### src/common/cache_pkg.sv
package cache_pkg;

  //////////////////////////////////////////////////
  // Widths and cache geometry
  //////////////////////////////////////////////////
  localparam int WORD_W      = 16;                        // Data word
  localparam int ADDR_W      = 16;                        // Word address
  localparam int OFFSET_W    = 3;                         // Word within a block
  localparam int INDEX_W     = 5;                         // Set select
  localparam int TAG_W       = ADDR_W - INDEX_W - OFFSET_W; // Upper address bits
  localparam int SETS        = 1 << INDEX_W;              // 32 sets
  localparam int BLOCK_WORDS = 1 << OFFSET_W;             // 8 words per block

  //////////////////////////////////////////////////
  // Vector types
  //////////////////////////////////////////////////
  typedef logic [WORD_W-1:0]   word_t;                    // One data word
  typedef logic [ADDR_W-1:0]   addr_t;                    // One word address
  typedef logic [TAG_W-1:0]    tag_t;                     // Address tag, top bits
  typedef logic [INDEX_W-1:0]  index_t;                   // Set index, middle bits
  typedef logic [OFFSET_W-1:0] offset_t;                  // Block offset, bottom bits

  // Miss handler states
  typedef enum logic [1:0] {
    IDLE,                                                 // Waiting for a miss
    FILL,                                                 // Issuing reads, collecting words
    DONE                                                  // Block written, one cycle gap
  } fill_state_e;

endpackage

### src/logic/mem_arbiter.sv
module mem_arbiter (
  input  logic             clk,
  input  logic             arst_n,
  input  logic             i_fill_req,    // Instruction side wants the bus
  input  cache_pkg::addr_t i_fill_addr,
  input  logic             i_fill_issue,
  input  logic             d_fill_req,    // Data side wants the bus
  input  cache_pkg::addr_t d_fill_addr,
  input  logic             d_fill_issue,
  input  logic             wt_req,        // Store hit going through to memory
  input  cache_pkg::addr_t wt_addr,
  input  cache_pkg::word_t wt_data,
  output logic             i_grant,
  output logic             d_grant,
  output logic             issue_ok,      // Fill reads allowed this cycle
  output logic             mem_en,
  output cache_pkg::addr_t mem_addr,
  output logic             mem_wr,
  output cache_pkg::word_t mem_data_out
);

  logic i_own_q;   // Instruction side held the bus last cycle
  logic d_own_q;   // Data side held the bus last cycle
  logic keep_i;
  logic keep_d;

  //////////////////////////////////////////////////
  // Grant
  //////////////////////////////////////////////////
  // Owner stays until its request drops, then data side goes first
  assign keep_i  = i_own_q && i_fill_req;
  assign keep_d  = d_own_q && d_fill_req;
  assign d_grant = keep_d || (!keep_i && d_fill_req);
  assign i_grant = keep_i || (!keep_d && !d_fill_req && i_fill_req);

  always_ff @(posedge clk or negedge arst_n) begin
    if (!arst_n) begin
      i_own_q <= 1'b0;
      d_own_q <= 1'b0;
    end else begin
      i_own_q <= i_grant;
      d_own_q <= d_grant;
    end
  end

  //////////////////////////////////////////////////
  // Memory port
  //////////////////////////////////////////////////
  // Write-through steals the cycle, grant stays so returning words still land
  assign issue_ok     = !wt_req;
  assign mem_en       = wt_req || (d_grant && d_fill_issue) || (i_grant && i_fill_issue);
  assign mem_wr       = wt_req;
  assign mem_addr     = wt_req  ? wt_addr     :
                        d_grant ? d_fill_addr :
                        i_grant ? i_fill_addr :
                        '0;
  assign mem_data_out = wt_data;                  // Only sampled on a write

endmodule

### config.mk
export PLATFORM = sky130hd
export DESIGN_NAME = mem_arbiter
export DESIGN_NICKNAME = d
export VERILOG_FILES = /design/src/common/cache_pkg.sv /design/src/logic/mem_arbiter.sv
export SDC_FILE = /design/constraint.sdc
export NUM_CORES = 1
export LEC_CHECK = 0
export ABC_AREA = 0
export BUFFER_PORTS_ARGS = -buffer_cell sky130_fd_sc_hd__buf_2
export CORE_MARGIN = 1.5
export CORE_UTILIZATION = 23
export DETAILED_ROUTE_END_ITERATION = 10
export HOLD_SLACK_MARGIN = 0.05
export PLACE_DENSITY = 0.76
export REMOVE_ABC_BUFFERS = 1
export SYNTH_ARGS = -nofsm -noshare
export SYNTH_HDL_FRONTEND = slang
export SYNTH_SLANG_ARGS = --single-unit
### constraint.sdc
create_clock -name clk -period 1.2 [get_ports clk]
set_clock_uncertainty 0.1 [all_clocks]
set_input_delay 0 -clock clk [delete_from_list [all_inputs] [get_ports clk]]
set_output_delay 0 -clock clk [all_outputs]
set_load 0.02 [all_outputs]
; ---- Word level (Yosys, flattened, before mapping)
; Cells that the tools add are included.
[classes]
muxes = 3
reduce_logical = 15
[ops]
columns = op, count
row1 = $mux W16, 3
row2 = $logic_and A1 B1 Y1, 7
row3 = $logic_not A1 Y1, 4
row4 = $logic_or A1 B1 Y1, 4
[word_totals]
input_bits = 71
output_inout_bits = 37
ff_bits = 2
word_cells = 20

; ---- Depth between registers and ports, before layout
; Gate-level depths: netlist (run 1).
[logic_depth]
word_depth = 8
ltp_mapped = 4
ltp_nobuf = 3

; ---- Worst setup path after synthesis (run 1)
; OpenSTA, ideal clock, no wires.
[synth_timing]
path_type = reg2out
startpoint = register i_own_q
endpoint = output port mem_en
n_path_buf = 0
stages_incl_launch_ff = 4
arrival_time_ns = 1.365
path_slack_ns = -0.265
cell_sequence = dfrtp_1 > inv_1 > a21boi_0 > a221o_1
[synth_rtl]
columns = item, line_no
row1 = "start, declared", mem_arbiter.sv:22  ; logic i_own_q;
row2 = "start signal, assigned", mem_arbiter.sv:41  ; i_own_q <= i_grant;
row3 = $logic_and A1 B1 Y1, mem_arbiter.sv:31  ; assign keep_i = i_own_q && i_fill_req;
row4 = $logic_or A1 B1 Y1, mem_arbiter.sv:34  ; assign i_grant = keep_i || (!keep_d && !d_fill_req && i_fill_req);
row5 = net i_grant, mem_arbiter.sv:13  ; output logic i_grant,
row6 = $logic_and A1 B1 Y1, mem_arbiter.sv:51  ; assign mem_en = wt_req || (d_grant && d_fill_issue) || (i_grant && i_fill_issue);
row7 = $logic_or A1 B1 Y1, mem_arbiter.sv:51
row8 = "end, declared", mem_arbiter.sv:16  ; output logic mem_en,
; The timed path passes the listed nets, and every way through them passes these cells.

; ---- Worst setup path after layout (run 1)
[layout_timing]
startpoint = register d_own_q
endpoint = output port mem_addr[1]
[layout_between]
elab_chain_cells = 8
[layout_lines]
columns = item, line_no
row1 = "start, declared", mem_arbiter.sv:23  ; logic d_own_q;
row2 = "start signal, assigned", mem_arbiter.sv:42  ; d_own_q <= d_grant;
row3 = $logic_and A1 B1 Y1 *, mem_arbiter.sv:32  ; assign keep_d = d_own_q && d_fill_req;
row4 = $logic_not A1 Y1, mem_arbiter.sv:34
row5 = $logic_and A1 B1 Y1 (2 in a row), mem_arbiter.sv:34
row6 = $logic_or A1 B1 Y1, mem_arbiter.sv:34
row7 = $mux W16, mem_arbiter.sv:55  ; i_grant ? i_fill_addr :
row8 = $mux W16 *, mem_arbiter.sv:54  ; d_grant ? d_fill_addr :
row9 = $mux W16 *, mem_arbiter.sv:53  ; assign mem_addr = wt_req ? wt_addr :
row10 = "end, declared", mem_arbiter.sv:17  ; output cache_pkg::addr_t mem_addr,
; Every way passes the cells marked *; elsewhere a longest branch is shown, timed or not.

==> results.txt, run 1 <==
Num CTS Buffers - 3
CTS tree - built
CTS H-tree lvls - 1
Final WL - 2.678 mm
Largest family of logic cells by synthesized area - compound AO/OA/AOI/OAI gates
Total track usage - 17.93%
IO Pins - 108
Setup Total Neg Slack - -7.620 ns
Die Y - 52.20 µm
Global-route wire length before repair - 3.505 mm
Hold Slack - -0.05275 ns
PD cells - 633.2 nW/µm²
# diodes - 0
Pin count of the biggest net entering global routing - 17
Max-Cap Viols - 0
Worst setup EP type - output port
Layout cells sized above 1 - 60.81%
Leakage - 0.6228 nW
Initial Utilization - 24.69%
Slew Limit Fails - 0
Setup CP Type - reg2out
Max Fclk - 0.5982 GHz
Number of remaining DRC errors - 0
RSZ-0062 raised after global routing - true
Tcrit/Tclk final - 139.3%
Yosys cell types - 16
Final Hold Vio Count - 2
Hold crit path type - in2reg
Mux share of post-synthesis cell area - 0%
Gr ovfl total - 0
Synth Area in Adders - 0%
Slowest Stage Delay on Critical Path - 0.36 ns
Post-Synth XOR/XNOR Area - 0%
PortBufs - 75
Commonest non-fill, non-tap cell in the layout - buf_2
Largest fanout on the critical path - 15
Die area - 2725 µm²
CTS Buffer Depth - 2
Compound-Gate Fraction of Synth Area - 33.48%
Critical path required time - 1.10 ns
Post-Synth Simple-Gate Area - 27.42%
Layout area overhead - 117.5%
Final-stage net count - 221
Routed length per placed instance - 15.22 µm
Register bit count reported by yosys - 2
Avg Cell Area, Syn - 8.436 µm²
Synthesized area - 556.8 µm²
Final core area utilization - 53.72%
Final total power - 0.7669 mW
Cell Chain, Critical Path - and3b_4 > nor3b_4 > buf_12 > a221o_1 > buf_6
Vias in the first global route - 760
Total number of vias - 847
Slowest-stage cell, CP - dfrtp_1
Largest cells by area after synthesis - a221o_1 (31%), buf_4 (23%), and2_1 (16%)
# setup viols final - 18
Max VDD drop - 0.4482 mV
Final Wtd Congestion - 0.6830
Least-Margin Pin Slew - 0.2961 ns
Row Count - 17
Area fraction of the dominant cell type after synthesis - 30.56%
Core area - 2255 µm²
Later-pin clock latency in the skew report - 0.22 ns
1st-iter DRT viols - 11
Sequential share of the synthesized area - 8.989%
Initial antenna violation count - 0
Drt pass-1 iters - 4
Clock Root Buffer - clkbuf_4
Failing checks - hold timing, setup timing
Status - finished with violations
Max-Slew Margin vs Limit - 80.20%
Vias/cell - 4.813
Synth warn - 0
Worst setup margin - -0.4716 ns
Arrival time worst endpoint - 1.57 ns
Fin crit period - 1.672 ns
Hold Buf Count CTS - 18
Critical Path Source Type - flip-flop
CTS Sinks - 2
Die width - 52.20 µm
Routed Antenna Nets - 0
Mapped Cells - 66
Most frequent cells in the layout - buf_2 (57), dlygate4sd3_1 (18), buf_6 (18)
Area leader, netlist - a221o_1
Clk pin slew, worst setup/hold paths - 0.03 ns
[metrics by stage]
| stage | cell area [µm²] | instances | setup slack, ns |
|---|---|---|---|
| after floorplan | 396.6 | 45 | -0.2645 |
| after global placement | 877.1 | 154 | -0.1712 |
| after detailed placement | 877.1 | 154 | -0.2055 |
| after CTS | 1182 | 175 | -0.4436 |
| after global routing | 1211 | 176 | -0.5105 |
| final | 1211 | 176 | -0.4716 |
[critical path, delay by kind of cell (launching register included)]
| family | cells | cell delay [ns] |
|---|---|---|
| compound gates | 1 | 0.34 |
| buf+inv | 2 | 0.28 |
| flops | 1 | 0.36 |
| simple gates | 2 | 0.36 |
[cell families after synthesis]
| kind of cell | count (synthesis) |
|---|---|
| flip-flops | 2 |
| buffers and inverters | 23 |
| AO/OA/AOI/OAI | 19 |
| AND/OR/NAND/NOR | 22 |
[registers in the layout, indices dropped and copies added (netlist names)]
signal	flops
d_own_q	1
i_own_q	1
[layout make-up]
cell class | instances | area [µm²]
clock buffers | 3 | 22.52
fillers | 227 | 1044
inverters | 2 | 7.507
multi-input cells | 41 | 350.3
flip-flops and latches | 2 | 50.05
well taps | 28 | 35.03
repair buffers | 100 | 745.7
[worst paths after layout]
kind | from | end | slack [ns] | cells after the start
min in group asynchronous | arst_n | d_own_q | 0.52 | 3
max | d_own_q | mem_addr[1] | -0.47 | 5
min reg2reg | i_own_q | i_own_q | 0.48 | 2
max reg2reg | d_own_q | d_own_q | 0.14 | 3
min | d_fill_req | i_own_q | -0.05 | 2
max in group asynchronous | arst_n | i_own_q | 0.34 | 3
[routing by layer]
layer / GRT usage [%] / up-vias / part of all wire [%]
met5: 0 / - / 0
met4: 10.26 / 0 / 3.3
met3: 6.286 / 12 / 13
met2: 32.91 / 60 / 50
met1: 17.10 / 378 / 34
li1: - / 397 / -
[power by group]
part | switching (mW) | leakage, nW | internal (mW) | total (mW)
Sequential | 0.00296 | 0.0244 | 0.0725 | 0.0755
Combinational | 0.249 | 0.585 | 0.294 | 0.543
Clock | 0.0378 | 0.0138 | 0.110 | 0.148
[synth_stat cells]
| master | count |
|---|---|
| nand2_1 | 1 |
| a221o_1 | 17 |
| and3b_4 | 1 |
| dfrtp_1 | 2 |
| and2_0 | 1 |
| and2_1 | 14 |
| a21boi_0 | 1 |
| buf_4 | 17 |
| buf_2 | 2 |
| a21oi_2 | 1 |
| nor3b_4 | 1 |
| inv_1 | 2 |
| buf_6 | 2 |
| nor2b_1 | 1 |
| nand2b_1 | 2 |
| nor3_1 | 1 |
[repair_timing]
action,CTS,global route
gates resized for setup,33,7
pin swaps,0,8
hold endpoints to repair,20,2
setup endpoints to repair,19,19
buffers inserted,0,2
Note: power is estimated with default switching activity, not from simulation.
==> run 2: changes to the inputs <==
==> constraint.sdc (replaced) <==
create_clock -name clk -period 1.2 [get_ports clk]
set_clock_uncertainty 0.1 [all_clocks]
set_input_delay 0.3 -clock clk [delete_from_list [all_inputs] [get_ports clk]]
set_output_delay 0.3 -clock clk [all_outputs]
set_load 0.02 [all_outputs]
==> run 2 against run 1 <==
Against the previous run:
- the run ends with setup timing left
- power decreased by 10%
- worst setup slack got worse by 0.27 ns
- sequential share of layout area increased by 0.52 points
- clock-buffer cell count unchanged
- final cell count decreased by 6.8%
- register-to-register slack got worse by 0.04 ns
- hold slack improved by 0.34 ns
- wire length decreased by 8.8%
- die area unchanged
- maximum frequency decreased by 14%
- largest cell class unchanged
==> results.txt, run 2 (synthesized netlist as in run 1, its figures left out) <==
Largest fanout on the critical path - 9
Design Area, Final - 1076 µm²
Layout area overhead - 93.26%
PortBufs - 75
Final Wtd Congestion - 0.6906
Worst setup margin - -0.7393 ns
Num CTS Buffers - 3
Total number of vias - 793
Fill count - 232
Max-Slew Margin vs Limit - 84.08%
Switching Fraction - 34.91%
RSZ-0062 raised after global routing - true
Initial Utilization - 24.69%
IO Pins - 108
Routed Antenna Nets - 0
1st-iter DRT viols - 8
Reg2Reg Setup Slack - 0.10 ns
Pin count of the biggest net entering global routing - 17
Clock Root Buffer - clkbuf_4
Die width - 52.20 µm
CTS H-tree lvls - 1
# setup viols final - 19
CTS tree - built
PD cells - 639.0 nW/µm²
Failing checks - setup timing
Drt pass-1 iters - 2
CTS Sinks - 2
Routed length per placed instance - 14.90 µm
Clock Power Share - 21.1%
Vias/cell - 4.835
Placed Area - 892.1 µm²
Final-stage net count - 209
# diodes - 0
Total track usage - 17.88%
Fin crit period - 1.939 ns
CTS Buffer Depth - 2
Status - finished with violations
Gate power share - 67.9%
Worst setup EP type - output port
Die area - 2725 µm²
Most frequent cells in the layout - buf_2 (56), buf_6 (20), a221o_1 (17)
Gr ovfl total - 0
Hold crit path type - in2async
Switching Power - 0.2400 mW
Critical Path Source Type - flip-flop
Internal - 0.4476 mW
Later-pin clock latency in the skew report - 0.22 ns
Leakage - 0.5753 nW
Max-Cap Viols - 0
Regs by FF count - d_own_q x1, i_own_q x1
Layout cells sized above 1 - 70.59%
Die Y - 52.20 µm
Multi-input gate area - 350.3 µm²
Critical path required time - 0.80 ns
Row Count - 17
Global-route wire length before repair - 3.394 mm
Final core area utilization - 47.72%
Vias in the first global route - 744
Final Hold Vio Count - 0
Clk pin slew, worst setup/hold paths - 0.03 ns
Number of remaining DRC errors - 0
Final HPWL DP - 1.907 mm
Final WL - 2.443 mm
Commonest non-fill, non-tap cell in the layout - buf_2
Register area - 50.05 µm²
Setup CP Type - reg2out
Initial antenna violation count - 0
Max Fclk - 0.5157 GHz
Sequential share of power - 11.0%
Least-Margin Pin Slew - 0.2369 ns
Arrival time worst endpoint - 1.54 ns
Tcrit/Tclk final - 161.6%
Max VDD drop - 0.4569 mV
Core area - 2255 µm²
Slew Limit Fails - 0
==> run 2: power by group through the flow <==
stage	combinational (mW)	clock (mW)	sequential, mW
floorplan	0.179	0	0.0751
global placement	0.363	0	0.0754
detailed placement	0.371	0	0.0764
CTS	0.448	0.157	0.0756
global route	0.498	0.163	0.0761
finish	0.467	0.145	0.0755
==> run 2: stage by stage <==
step / cells / setup WS (ns) / hold slack, ns / TNS [ns] / power (mW)
2_1_floorplan: 45 / -0.5645 / -0.09559 / -8.746 / 0.2541
3_3_place_gp: 156 / -0.4708 / -0.01301 / -8.422 / 0.4385
3_5_place_dp: 156 / -0.5196 / -0.004585 / -9.129 / 0.4476
4_1_cts: 163 / -0.7615 / 0.2846 / -13.15 / 0.6806
5_1_grt: 164 / -0.7917 / 0.2918 / -14.03 / 0.7367
6_report: 164 / -0.7393 / 0.2888 / -12.93 / 0.6876
==> run 2: worst max-delay path: stages (launching register included) <==
cell and delay, ns:
dfrtp_1 0.36, and3b_4 0.31, nor3b_4 0.05, buf_6 0.13, a221o_1 0.32, buf_6 0.14
==> run 2: per-layer routing <==
metal,vias to the layer above,part of all wire (%),track usage (%)
li1,373,-,-
met1,346,31,14.88
met2,70,49,30.38
met3,2,18,14.00
met4,2,0,6.410
met5,-,1.7,14.29
==> run 2: final timing paths <==
check | from | to | cells past startpoint
max | d_own_q | mem_addr[10] | 5
min | arst_n | i_own_q | 2
max reg2reg | i_own_q | i_own_q | 5
min reg2reg | i_own_q | d_own_q | 3
max in group asynchronous | arst_n | d_own_q | 2
min in group clk | d_fill_req | d_own_q | 3
==> run 2: repair_timing <==
action                                  4_1_cts  5_1_grt
endpoints found under the setup margin       19       20
hold buffers                                  1        0
hold endpoints to repair                      2        0
buffers inserted                              5        1
gates resized for setup                      36        8
pin swaps                                     6        4
==> run 2: cell type report <==
class                      instances  share of cell area (%)
tap                               28                   3.256
clock buffer                       3                   2.093
timing repair buffer              88                   56.74
inverter                           2                  0.6977
multi-input combinational         41                   32.56
sequential                         2                   4.651
