==> config.mk <==
export PLATFORM = sky130hd
export DESIGN_NAME = dcache
export DESIGN_NICKNAME = d
export VERILOG_FILES = /design/src/common/cache_pkg.sv /design/src/cache/cache_array.sv /design/src/cache/fill_fsm.sv /design/src/cache/dcache.sv
export SDC_FILE = /design/constraint.sdc
export NUM_CORES = 2
export LEC_CHECK = 0
export BUFFER_PORTS_ARGS = -buffer_cell sky130_fd_sc_hd__buf_2
export CORE_MARGIN = 5
export CORE_UTILIZATION = 40
export DETAILED_ROUTE_END_ITERATION = 7
export PLACE_DENSITY = 0.65
export SLEW_MARGIN = 20
export SYNTH_ARGS = -nofsm -noshare
export SYNTH_HDL_FRONTEND = slang
export SYNTH_MEMORY_MAX_BITS = 65536
export SYNTH_SLANG_ARGS = --single-unit
==> constraint.sdc <==
create_clock -name clk -period 12.93 [get_ports clk]
set_input_delay 0.6465 -clock clk [delete_from_list [all_inputs] [get_ports clk]]
set_output_delay 0.6465 -clock clk [all_outputs]
set_load 0.1 [all_outputs]
==> src/common/cache_pkg.sv <==
package cache_pkg;

  //////////////////////////////////////////////////
  // Widths and cache geometry
  //////////////////////////////////////////////////
  localparam int WORD_W      = 16;                        // Data word
  localparam int ADDR_W      = 16;                        // Word address
  localparam int OFFSET_W    = 3;                         // Word within a block
  localparam int INDEX_W     = 5;                         // Set select
  localparam int TAG_W       = ADDR_W - INDEX_W - OFFSET_W; // Upper address bits
  localparam int SETS        = 1 << INDEX_W;              // 32 sets
  localparam int BLOCK_WORDS = 1 << OFFSET_W;             // 8 words per block

  //////////////////////////////////////////////////
  // Vector types
  //////////////////////////////////////////////////
  typedef logic [WORD_W-1:0]   word_t;                    // One data word
  typedef logic [ADDR_W-1:0]   addr_t;                    // One word address
  typedef logic [TAG_W-1:0]    tag_t;                     // Address tag, top bits
  typedef logic [INDEX_W-1:0]  index_t;                   // Set index, middle bits
  typedef logic [OFFSET_W-1:0] offset_t;                  // Block offset, bottom bits

  // Miss handler states
  typedef enum logic [1:0] {
    IDLE,                                                 // Waiting for a miss
    FILL,                                                 // Issuing reads, collecting words
    DONE                                                  // Block written, one cycle gap
  } fill_state_e;

endpackage

==> src/cache/cache_array.sv <==
module cache_array (
  input  logic               clk,
  input  logic               arst_n,
  input  cache_pkg::addr_t   rd_addr,      // Lookup address, also selects the fill set
  input  logic               fill_we,      // Write one returning block word
  input  cache_pkg::offset_t fill_offset,  // Word slot for the fill write
  input  cache_pkg::word_t   fill_word,    // Word from memory
  input  logic               fill_last,    // Final word of the block
  input  logic               store_we,     // Store hit write
  input  cache_pkg::word_t   store_word,   // Store data
  output cache_pkg::word_t   rd_word,      // Addressed word, asynchronous read
  output logic               hit           // Valid and tag match
);

  cache_pkg::tag_t            tag_q   [cache_pkg::SETS];                          // Tag per set
  logic [cache_pkg::SETS-1:0] valid_q;                                            // Valid per set
  cache_pkg::word_t           data_q  [cache_pkg::SETS * cache_pkg::BLOCK_WORDS]; // Block words

  cache_pkg::tag_t    req_tag;
  cache_pkg::index_t  req_index;
  cache_pkg::offset_t req_offset;

  // Split the word address into tag, index and offset
  assign req_tag    = rd_addr[cache_pkg::ADDR_W-1 -: cache_pkg::TAG_W];
  assign req_index  = rd_addr[cache_pkg::OFFSET_W +: cache_pkg::INDEX_W];
  assign req_offset = rd_addr[cache_pkg::OFFSET_W-1:0];

  //////////////////////////////////////////////////
  // Lookup
  //////////////////////////////////////////////////
  assign rd_word = data_q[{req_index, req_offset}];                 // Word of the addressed set
  assign hit     = valid_q[req_index] && (tag_q[req_index] == req_tag);

  //////////////////////////////////////////////////
  // Valid bits
  //////////////////////////////////////////////////
  // First fill word drops the old block, last one marks the new block valid
  always_ff @(posedge clk or negedge arst_n) begin
    if (!arst_n) begin
      valid_q <= '0;                                                // Empty cache after reset
    end else if (fill_we) begin
      valid_q[req_index] <= fill_last;
    end
  end

  //////////////////////////////////////////////////
  // Tag and data storage
  //////////////////////////////////////////////////
  always_ff @(posedge clk) begin
    if (fill_we) begin
      data_q[{req_index, fill_offset}] <= fill_word;               // Word in fill order
      if (fill_last) begin
        tag_q[req_index] <= req_tag;                               // Block now owned by this tag
      end
    end else if (store_we) begin
      data_q[{req_index, req_offset}] <= store_word;               // Store hit update
    end
  end

endmodule

==> src/cache/fill_fsm.sv <==
module fill_fsm (
  input  logic               clk,
  input  logic               arst_n,
  input  logic               miss,            // Request present without a hit
  input  cache_pkg::addr_t   miss_addr,       // Held request address
  input  logic               grant,           // Bus owned by this cache
  input  logic               issue_ok,        // No write-through this cycle
  input  logic               mem_data_valid,  // Read data strobe from memory
  input  cache_pkg::word_t   mem_data_in,     // Read data
  output logic               fill_req,        // Bus request while filling
  output cache_pkg::addr_t   fill_addr,       // Next block read address
  output logic               fill_issue,      // Read issued this cycle
  output logic               fill_we,         // Array word write
  output cache_pkg::offset_t fill_offset,     // Slot of the returning word
  output cache_pkg::word_t   fill_word,       // Returning word
  output logic               fill_last,       // Eighth word of the block
  output logic               busy             // Miss in progress
);

  cache_pkg::fill_state_e       state_q;
  cache_pkg::fill_state_e       state_d;
  logic [cache_pkg::OFFSET_W:0] issue_cnt_q;  // Reads issued so far, 0 to 8
  cache_pkg::offset_t           rx_cnt_q;     // Words received so far
  logic                         issue_done;   // All block reads sent

  //////////////////////////////////////////////////
  // Outputs
  //////////////////////////////////////////////////
  assign fill_req    = (state_q == cache_pkg::FILL);  // Hold the bus until the last word
  assign busy        = fill_req;
  assign issue_done  = (issue_cnt_q == (cache_pkg::OFFSET_W + 1)'(cache_pkg::BLOCK_WORDS));
  assign fill_issue  = fill_req && grant && issue_ok && !issue_done;
  assign fill_addr   = {miss_addr[cache_pkg::ADDR_W-1:cache_pkg::OFFSET_W],
                        issue_cnt_q[cache_pkg::OFFSET_W-1:0]};  // Block base plus word count

  // Reads come back in order, so the receive count is the word slot
  assign fill_we     = fill_req && grant && mem_data_valid;
  assign fill_offset = rx_cnt_q;
  assign fill_word   = mem_data_in;
  assign fill_last   = fill_we && (rx_cnt_q == cache_pkg::OFFSET_W'(cache_pkg::BLOCK_WORDS - 1));

  //////////////////////////////////////////////////
  // Next state
  //////////////////////////////////////////////////
  always_comb begin
    state_d = state_q;
    case (state_q)
      cache_pkg::IDLE: begin
        if (miss) begin
          state_d = cache_pkg::FILL;                  // Busy from the next edge
        end
      end
      cache_pkg::FILL: begin
        if (fill_last) begin
          state_d = cache_pkg::DONE;                  // Tag and valid land at this edge
        end
      end
      cache_pkg::DONE: state_d = cache_pkg::IDLE;     // Request hits here
      default:         state_d = cache_pkg::IDLE;
    endcase
  end

  //////////////////////////////////////////////////
  // State and counters
  //////////////////////////////////////////////////
  always_ff @(posedge clk or negedge arst_n) begin
    if (!arst_n) begin
      state_q     <= cache_pkg::IDLE;
      issue_cnt_q <= '0;
      rx_cnt_q    <= '0;
    end else begin
      state_q <= state_d;
      if (state_q != cache_pkg::FILL) begin
        issue_cnt_q <= '0;                            // Fresh block on every fill
        rx_cnt_q    <= '0;
      end else begin
        if (fill_issue) begin
          issue_cnt_q <= issue_cnt_q + 1'b1;
        end
        if (fill_we) begin
          rx_cnt_q <= rx_cnt_q + 1'b1;                // Wraps to zero on the last word
        end
      end
    end
  end

endmodule

==> src/cache/dcache.sv <==
module dcache (
  input  logic             clk,
  input  logic             arst_n,
  input  logic             data_en,         // Load or store request
  input  logic             data_wr,         // Store when high
  input  cache_pkg::addr_t data_addr,       // Word address of the access
  input  cache_pkg::word_t data_wdata,      // Store data
  input  logic             d_grant,         // Bus owned by the data side
  input  logic             issue_ok,        // No write-through this cycle
  input  logic             mem_data_valid,  // Broadcast read strobe
  input  cache_pkg::word_t mem_data_in,     // Broadcast read data
  output cache_pkg::word_t data_rdata,      // Load data
  output logic             data_hit,        // Access served this cycle
  output logic             d_fill_req,      // Bus request
  output cache_pkg::addr_t d_fill_addr,     // Block read address
  output logic             d_fill_issue,    // Read issued this cycle
  output logic             wt_req,          // Write-through request
  output cache_pkg::addr_t wt_addr,         // Write-through address
  output cache_pkg::word_t wt_data,         // Write-through data
  output logic             dcache_busy      // Miss in progress
);

  logic               array_hit;
  logic               fill_we;
  cache_pkg::offset_t fill_offset;
  cache_pkg::word_t   fill_word;
  logic               fill_last;

  //////////////////////////////////////////////////
  // Hit and store path
  //////////////////////////////////////////////////
  assign data_hit = data_en && array_hit;
  assign wt_req   = data_hit && data_wr;        // One write per store-hit cycle
  assign wt_addr  = data_addr;
  assign wt_data  = data_wdata;

  cache_array u_array (
    .clk        (clk),
    .arst_n     (arst_n),
    .rd_addr    (data_addr),
    .fill_we    (fill_we),
    .fill_offset(fill_offset),
    .fill_word  (fill_word),
    .fill_last  (fill_last),
    .store_we   (wt_req),                       // Array and memory updated together
    .store_word (data_wdata),
    .rd_word    (data_rdata),
    .hit        (array_hit)
  );

  // Loads and stores both allocate on a miss
  fill_fsm u_fill (
    .clk           (clk),
    .arst_n        (arst_n),
    .miss          (data_en && !array_hit),
    .miss_addr     (data_addr),
    .grant         (d_grant),
    .issue_ok      (issue_ok),
    .mem_data_valid(mem_data_valid),
    .mem_data_in   (mem_data_in),
    .fill_req      (d_fill_req),
    .fill_addr     (d_fill_addr),
    .fill_issue    (d_fill_issue),
    .fill_we       (fill_we),
    .fill_offset   (fill_offset),
    .fill_word     (fill_word),
    .fill_last     (fill_last),
    .busy          (dcache_busy)
  );

endmodule

Word-level counts from Yosys, hierarchy flattened
Memory sizes are Yosys's and may differ from the RTL's.
Cells that the tools add are included.
Storage, ports and cells
  flip-flop bits (word level): 41
  bits in writable memories: 4352
  memories: 2
  output and inout port bits: 69
  input bits: 55
Cells by class
  reductions and logical operators: 17
  multiplexer cells: 23
  $lt $le $gt $ge: 2
  equality and inequality tests: 7
  add/sub/neg operators: 2
Memories
  u_array.data_q: depth 256, width 16, read ports 1, clocked after memory_dff 0, wr ports 1, line cache_array.sv:17  | cache_pkg::word_t data_q [cache_pkg::SETS * cache_pkg::BLOCK_WORDS];
  u_array.tag_q: depth 32, width 8, read ports 1, clocked after memory_dff 0, wr ports 1, line cache_array.sv:15  | cache_pkg::tag_t tag_q [cache_pkg::SETS];
Operators with widths (number)
  bitwise mux 32 bit: 1
  two-way mux 16 bit: 1
  OR reduction 16 bit: 1
  two-way mux 1 bit: 11
  logical AND 1 bit: 10
  == test 8 bit: 1
  two-way mux 4 bit: 2
  two-way mux 8 bit: 1
  less-than comparator 5 x 6 -> 1 bit (second input constant): 1
  two-way mux 3 bit: 2
  binary-select mux 1 bit (select 5 bit): 1
  demux 1 bit (select 5 bit): 1
  greater-or-equal comparator 5 x 1 -> 1 bit (second input constant): 1
  adder 4 x 1 -> 4 bit (second input constant): 1
  == test 4 bit (second input constant): 1
  two-way mux 2 bit: 2
  inequality test 2 x 1 -> 1 bit (second input constant): 2
  one-hot mux 2 bit (2 select lines): 1
  nonzero test 2 bit: 2
  adder 3 x 1 -> 3 bit (second input constant): 1
  == test 3 bit (second input constant): 1
  == test 2 x 1 -> 1 bit (second input constant): 1
  zero test 1 bit: 2
  zero test 2 bit: 1
  2 further kinds: 2

Depth between registers and ports, before layout
  depth in word-level cells: 10
  gate-level depth with buffers: 15
  depth with buffers taken out: 9

Hierarchy
Synthesis repeated with hierarchy kept, for this count alone.
Unflattened totals
  cells, all modules: 8333
  area, all modules: 171385.6 um^2
Modules (own cells, without submodules)
  cache_array: area each 170399.7 um^2, instances 1, cells an instance 8215, sequential area each 131486.1 um^2
  fill_fsm: area each 721.9 um^2, instances 1, cells an instance 83, sequential area each 225.2 um^2
  dcache: area each 264.0 um^2, instances 1, cells an instance 35, sequential area each 0.0 um^2

Least setup slack after synthesis
No wires, ideal clock.
  kind: input port to flip-flop
  start point: input data_addr[4]
  end point: memory u_array.data_q[0][10] (netlist bit), data pin
  data required time: 12.122 ns
  library setup time: 0.808 ns
  data arrival time: 6.684 ns
  stages on the path: 13
  setup slack: 5.438 ns
  cells stage by stage: buf_2 buf_4 buf_1 mux2i_1 o22ai_1 nor4_1 nand2_1 xor2_1 nor4_1 nand4_4 buf_6 buf_2 mux2_1
On the way
  cells in the longest elaborated chain, start to end: 10
  elaborated cells on any way between the ends: 12
Ends and longest elaborated chain
  start, declared: line dcache.sv:6  | input cache_pkg::addr_t data_addr,
  memory read (32 x 8 bit) / binary-select mux 1 bit (select 5 bit) (equally long branches)
  == test 8 bit / two-way mux 1 bit (equally long branches): line cache_array.sv:32  | assign hit = valid_q[req_index] && (tag_q[req_index] == req_tag);
  logical AND 1 bit (*): line cache_array.sv:32
  logical AND 1 bit (*): line dcache.sv:32  | assign data_hit = data_en && array_hit;
  logical AND 1 bit (*): line dcache.sv:33  | assign wt_req = data_hit && data_wr;
  two-way mux 1 bit (*): line cache_array.sv:55  | end else if (store_we) begin
  two-way mux 1 bit (*): line cache_array.sv:50  | if (fill_we) begin
  two-way mux 1 bit (implied by the code) (*): line cache_array.sv:56  | data_q[{req_index, req_offset}] <= store_word;
  OR reduction 16 bit (no line) (*)
  two-way mux 16 bit (no line) (*)
  end, declared: line cache_array.sv:17
Every way passes the cells marked *; elsewhere a longest branch is shown, timed or not. The select of a mux whose other input is x is not followed.

Final worst setup path
  start point: input data_addr[0]
  end point: output data_rdata[12]
On the way
  cells in the longest elaborated chain, start to end: 1
Ends and longest elaborated chain
  memory read (256 x 16 bit)
  end, declared: line dcache.sv:12  | output cache_pkg::word_t data_rdata,
No other way between the ends.

==> flow_results.org <==
** Layout
- The filler cells instantiated in the layout total about 34000.
- Share of layout cells above drive strength 1 :: between 20% and 30%
- Relative to the synthesized area, the layout overhead comes to 13.5%.
- In the final design database the tool counted 7777 nets.

** Yosys
- Synthesis handed over a netlist of 7265 instances.
- The number of nets in the synthesized netlist is roughly 7300.
- Main combinational cell family by area after synthesis :: multiplexers
- Part of the Yosys area used for sequential elements :: 77.8%
- The top cell type by area accounts for between 70 and 80% of the synthesized area.
- Average cell area after synthesis :: 23.3 um^2
- Leading register cell type out of synthesis :: sky130_fd_sc_hd__edfxtp_1
- Post-synth EDFFs :: around 4400
- Post-synthesis cell area :: 0.169 mm^2
- Complex-gate fraction of the synthesized area :: 0.851%
- Top post-synthesis cells by count :: 4352 x sky130_fd_sc_hd__edfxtp_1, 1226 x sky130_fd_sc_hd__mux4_2, 350 x sky130_fd_sc_hd__mux2i_1
- FF+latch count, synth :: approximately 4400
- Cell with the most instances after synthesis :: sky130_fd_sc_hd__edfxtp_1
- Counting flops with an async set or reset pin after synthesis yields a share of 0.933%.
- The Yosys step of the flow raised 0 warnings.
- Synthesis instantiated 53 different standard cells from the library.
- Arithmetic-cell share of the synthesized area counting full adders, half adders and majority gates :: 0.0295%
- Simple-gate portion of the synthesized area :: ~1.4%
- Mux share of post-synthesis cell area :: roughly a fifth
- Of all cell types, the one taking the most synthesized area is sky130_fd_sc_hd__edfxtp_1.
- Top cells by area, synth :: sky130_fd_sc_hd__edfxtp_1 77%, sky130_fd_sc_hd__mux4_2 16%, sky130_fd_sc_hd__mux2i_1 2.1%
- Of the total synthesized cell area, the portion taken by XOR and XNOR cells is 0.0465%.

** Die
- Area of the placeable core :: 0.423 mm^2
- The die covers about 0.44 mm^2.
- Placement row count :: 239
- IO Pins :: 124
- Once the floorplan was initialized, standard cells occupied 40.1% of the core.
- Die Width :: 661 um
- Height of the chip :: ~660 um

** CTS
- In this run the clock root is driven by a sky130_fd_sc_hd__clkbuf_16.
- TritonCTS built the clock tree.
- The number of setup buffers added after CTS is 0.
- Clock input transition at the sequential cells of the worst setup and hold paths :: 0.06 ns
- The clock net in this run drives a total of 4393 sinks.
- Clock latency on the worst-skew pair, taken at its later pin, is 0.96 ns.
- Clk buf depth :: 4
- In this run the number of H-tree levels came out at 5.
- TritonCTS created 430 clock buffers.

** Timing
- Setup total negative slack on the finished layout was measured at 0 ns.
- Number of pins exceeding their max-slew limit in the final report :: 0
- Setup violations remaining at the end of the flow were counted as 0.
- Final worst clock skew :: 0.0479 ns
- At the pin with the least slew margin, the transition time is 1.23 ns.
- Remaining max-slew budget at the tightest pin :: 17.8%
- Setup repair after global routing left no endpoint under its margin.
- Final hold vios :: 0
- After layout, the minimum clock period comes to a little under 7 ns.
- The worst path uses 53.7% of the clock period.
- Worst-case setup margin in the final layout :: 5.98 ns
- Max frequency :: 144 MHz

** Worst setup path
- Ordered cell list for the critical path :: buf_12 > buf_12 > buf_4 > mux4_2 > mux4_2 > mux2i_1 > o22ai_1 > or4_1 > buf_2
- Top Family by Delay on Critical Path :: multiplexers
- Largest fanout of any net on the critical path :: 71
- Capture point of the worst reg-to-reg path :: u_array.data_q[33][9]
- The worst setup path is captured at an output port.
- Critical-path top delay cell :: sky130_fd_sc_hd__or4_1
- Counting cells, the worst reg-to-reg path comes to 11.
- For the worst setup path, the data arrival time is 6.30 ns.
- Across all register-to-register paths, the minimum setup slack is 6.95 ns.
- Peak per-stage delay on the critical path :: just over 0.8 ns
- Worst Setup Path Type :: primary input to output port
- Worst r2r src :: u_array.tag_q[31][6]
- Number of buffers and inverters on the critical path :: 4
- STA puts the critical path data required time at 12.28 ns.
- Startpoint Class :: primary input

** Detailed routing
- Routed length per placed instance :: 31.3 um
- Antenna-violating nets left :: 0
- Summing over every cut layer, the via total after detailed routing is 79854.
- Dividing the detail-routed via count by the number of cells gives 5.81.
- DRC violations left :: 0
- DRT iter0 DRCs :: 10060
- After detailed routing, the total wire length is around 430000 um.
- The first detailed-routing pass ran for 6 iterations.

** Place
- Sum of net half-perimeters after detailed placement :: 255000 um
- Timing analysis after detailed placement gives a worst setup slack of between 5 and 6 ns.
- Buffers placed on the I/O ports in this run total 123.
- Final weighted congestion in routability-driven placement :: approximately 0.9

** Global route
- Total global routing overflow :: 0
- Global routing used slightly below 20% of the available tracks across all layers.
- Via count of the first global-routing pass :: 80689
- The first global-routing pass estimated ~610000 um of wire.
- Largest net degree at the start of global routing :: roughly 150
- The initial antenna violation count was 24.

** Worst hold path
- Counting instances, the worst hold path has a depth of 3.
- WHS Endpoint :: u_fill.issue_cnt_q[0]
- Startpoint of the most critical hold path :: issue_ok
- The worst hold path belongs to the class primary input to register.

** Outcome
- Status :: finished clean

** Power and ir drop
- VDD sags by at most 0.146 mV.
- In this run the power density over the cells is ~160 mW/mm^2.
- Summed over all cells, the static leakage comes to about 0.06 uW.

** Flow run
- Total of max-cap violations :: 0
==> worst max path at each step <==
stage | cells past startpoint | from | slack (ns) | to
global route | 13 | data_addr[4] | 5.91 | u_array.data_q[32][9]
global placement | 13 | data_addr[4] | 5.44 | u_array.data_q[32][9]
CTS | 10 | data_addr[1] | 6.07 | data_rdata[1]
floorplan | 13 | data_addr[4] | 5.44 | u_array.data_q[0][10]
detailed placement | 13 | data_addr[4] | 5.30 | u_array.data_q[50][9]
finish | 9 | data_addr[0] | 5.98 | data_rdata[12]
==> logic make-up after synthesis <==
kind of cell | after synthesis
multiplexers | 1621
AO/OA/AOI/OAI | 228
AND/OR/NAND/NOR | 528
XOR/XNOR | 9
buffers and inverters | 482
flip-flops | 4393
adder cells (fa/ha/maj) | 4
==> stage by stage <==
step	utilization (%)	std cells	hold WS, ns	area (um^2)	power (uW)
2_1_floorplan	-	7265	0.351	169000	17200
3_3_place_gp	42.2	12944	0.396	178000	18000
3_5_place_dp	42.2	12945	0.404	179000	18000
4_1_cts	45.4	13725	0.0906	192000	30100
5_1_grt	45.5	13731	0.151	192000	30800
6_report	45.5	13753	0.168	192000	29900
==> metal layers <==
metal  wire length, um  global-route usage [%]  part of all wire (%)
met1            167000                    26.7                    39
met3             40600                    4.28                   9.4
met5                64                       0                 0.015
met2            206000                    30.8                    48
met4             17100                    6.56                   4.0
==> layout make-up <==
| cell class | count | area, um^2 | area share [%] |
|---|---|---|---|
| inverters | 6 | 22.5 | 0.0117 |
| clock buffers | 526 | 11300 | 5.85 |
| well taps | 5663 | 7090 | 3.69 |
| multi-input cells | 2390 | 36000 | 18.7 |
| flip-flops and latches | 4393 | 132000 | 68.5 |
| diodes | 26 | 65.1 | 0.0338 |
| clock inverters | 252 | 2350 | 1.22 |
| repair buffers | 497 | 3750 | 1.95 |
==> repair_timing <==
item / CTS / global route
endpoints found under the hold margin: 42 / 0
gates resized for setup: 0 / 0
endpoints found under the setup margin: 0 / 0
hold buffers: 2 / 0
==> power by group <==
group | total [uW] | internal, uW | switching, uW
sequential | 15700 | 15700 | 33.6
combinational | 2020 | 570 | 1450
clock | 12200 | 6920 | 5260
total | 29900 | 23200 | 6740
==> sequential cells by signal (all words and copies together) (netlist names) <==
signal              flops
u_array.data_q       4096
u_array.tag_q         256
u_array.valid_q        32
u_fill.issue_cnt_q      4
u_fill.fill_offset      3
u_fill.state_q          2
==> cells in the final DEF, fill, tap and decap left out, types with 6 or more instances in the layout <==
cell / count
sky130_fd_sc_hd__bufinv_16: 37
sky130_fd_sc_hd__dfrtp_1: 41
sky130_fd_sc_hd__nor4_1: 15
sky130_fd_sc_hd__inv_6: 9
sky130_fd_sc_hd__buf_4: 351
sky130_fd_sc_hd__nand2_1: 54
sky130_fd_sc_hd__mux4_2: 1226
sky130_fd_sc_hd__clkinvlp_4: 17
sky130_fd_sc_hd__o22ai_1: 178
sky130_fd_sc_hd__mux2i_2: 6
sky130_fd_sc_hd__or2_2: 7
sky130_fd_sc_hd__nand2b_1: 19
sky130_fd_sc_hd__edfxtp_1: 4352
sky130_fd_sc_hd__clkinv_8: 7
sky130_fd_sc_hd__inv_16: 7
sky130_fd_sc_hd__nor3_1: 13
sky130_fd_sc_hd__clkbuf_16: 435
sky130_fd_sc_hd__nor2_2: 22
sky130_fd_sc_hd__diode_2: 26
sky130_fd_sc_hd__or3_1: 6
sky130_fd_sc_hd__buf_12: 19
sky130_fd_sc_hd__clkinv_2: 81
sky130_fd_sc_hd__nor3b_1: 6
sky130_fd_sc_hd__or4_1: 11
sky130_fd_sc_hd__nand3_1: 14
sky130_fd_sc_hd__mux2_8: 16
sky130_fd_sc_hd__clkbuf_1: 88
sky130_fd_sc_hd__a21oi_1: 6
sky130_fd_sc_hd__nor2_1: 314
sky130_fd_sc_hd__buf_2: 117
sky130_fd_sc_hd__mux2i_1: 342
sky130_fd_sc_hd__clkinv_1: 90
sky130_fd_sc_hd__mux2_2: 23
sky130_fd_sc_hd__xor2_1: 9
sky130_fd_sc_hd__o21ai_0: 24
==> tightest hold or removal path: stages <==
cell,delay [ns]
sky130_fd_sc_hd__buf_2,0.10
sky130_fd_sc_hd__o2111a_1,0.19
sky130_fd_sc_hd__mux2i_1,0.15
(Power assumes the default switching activity.)
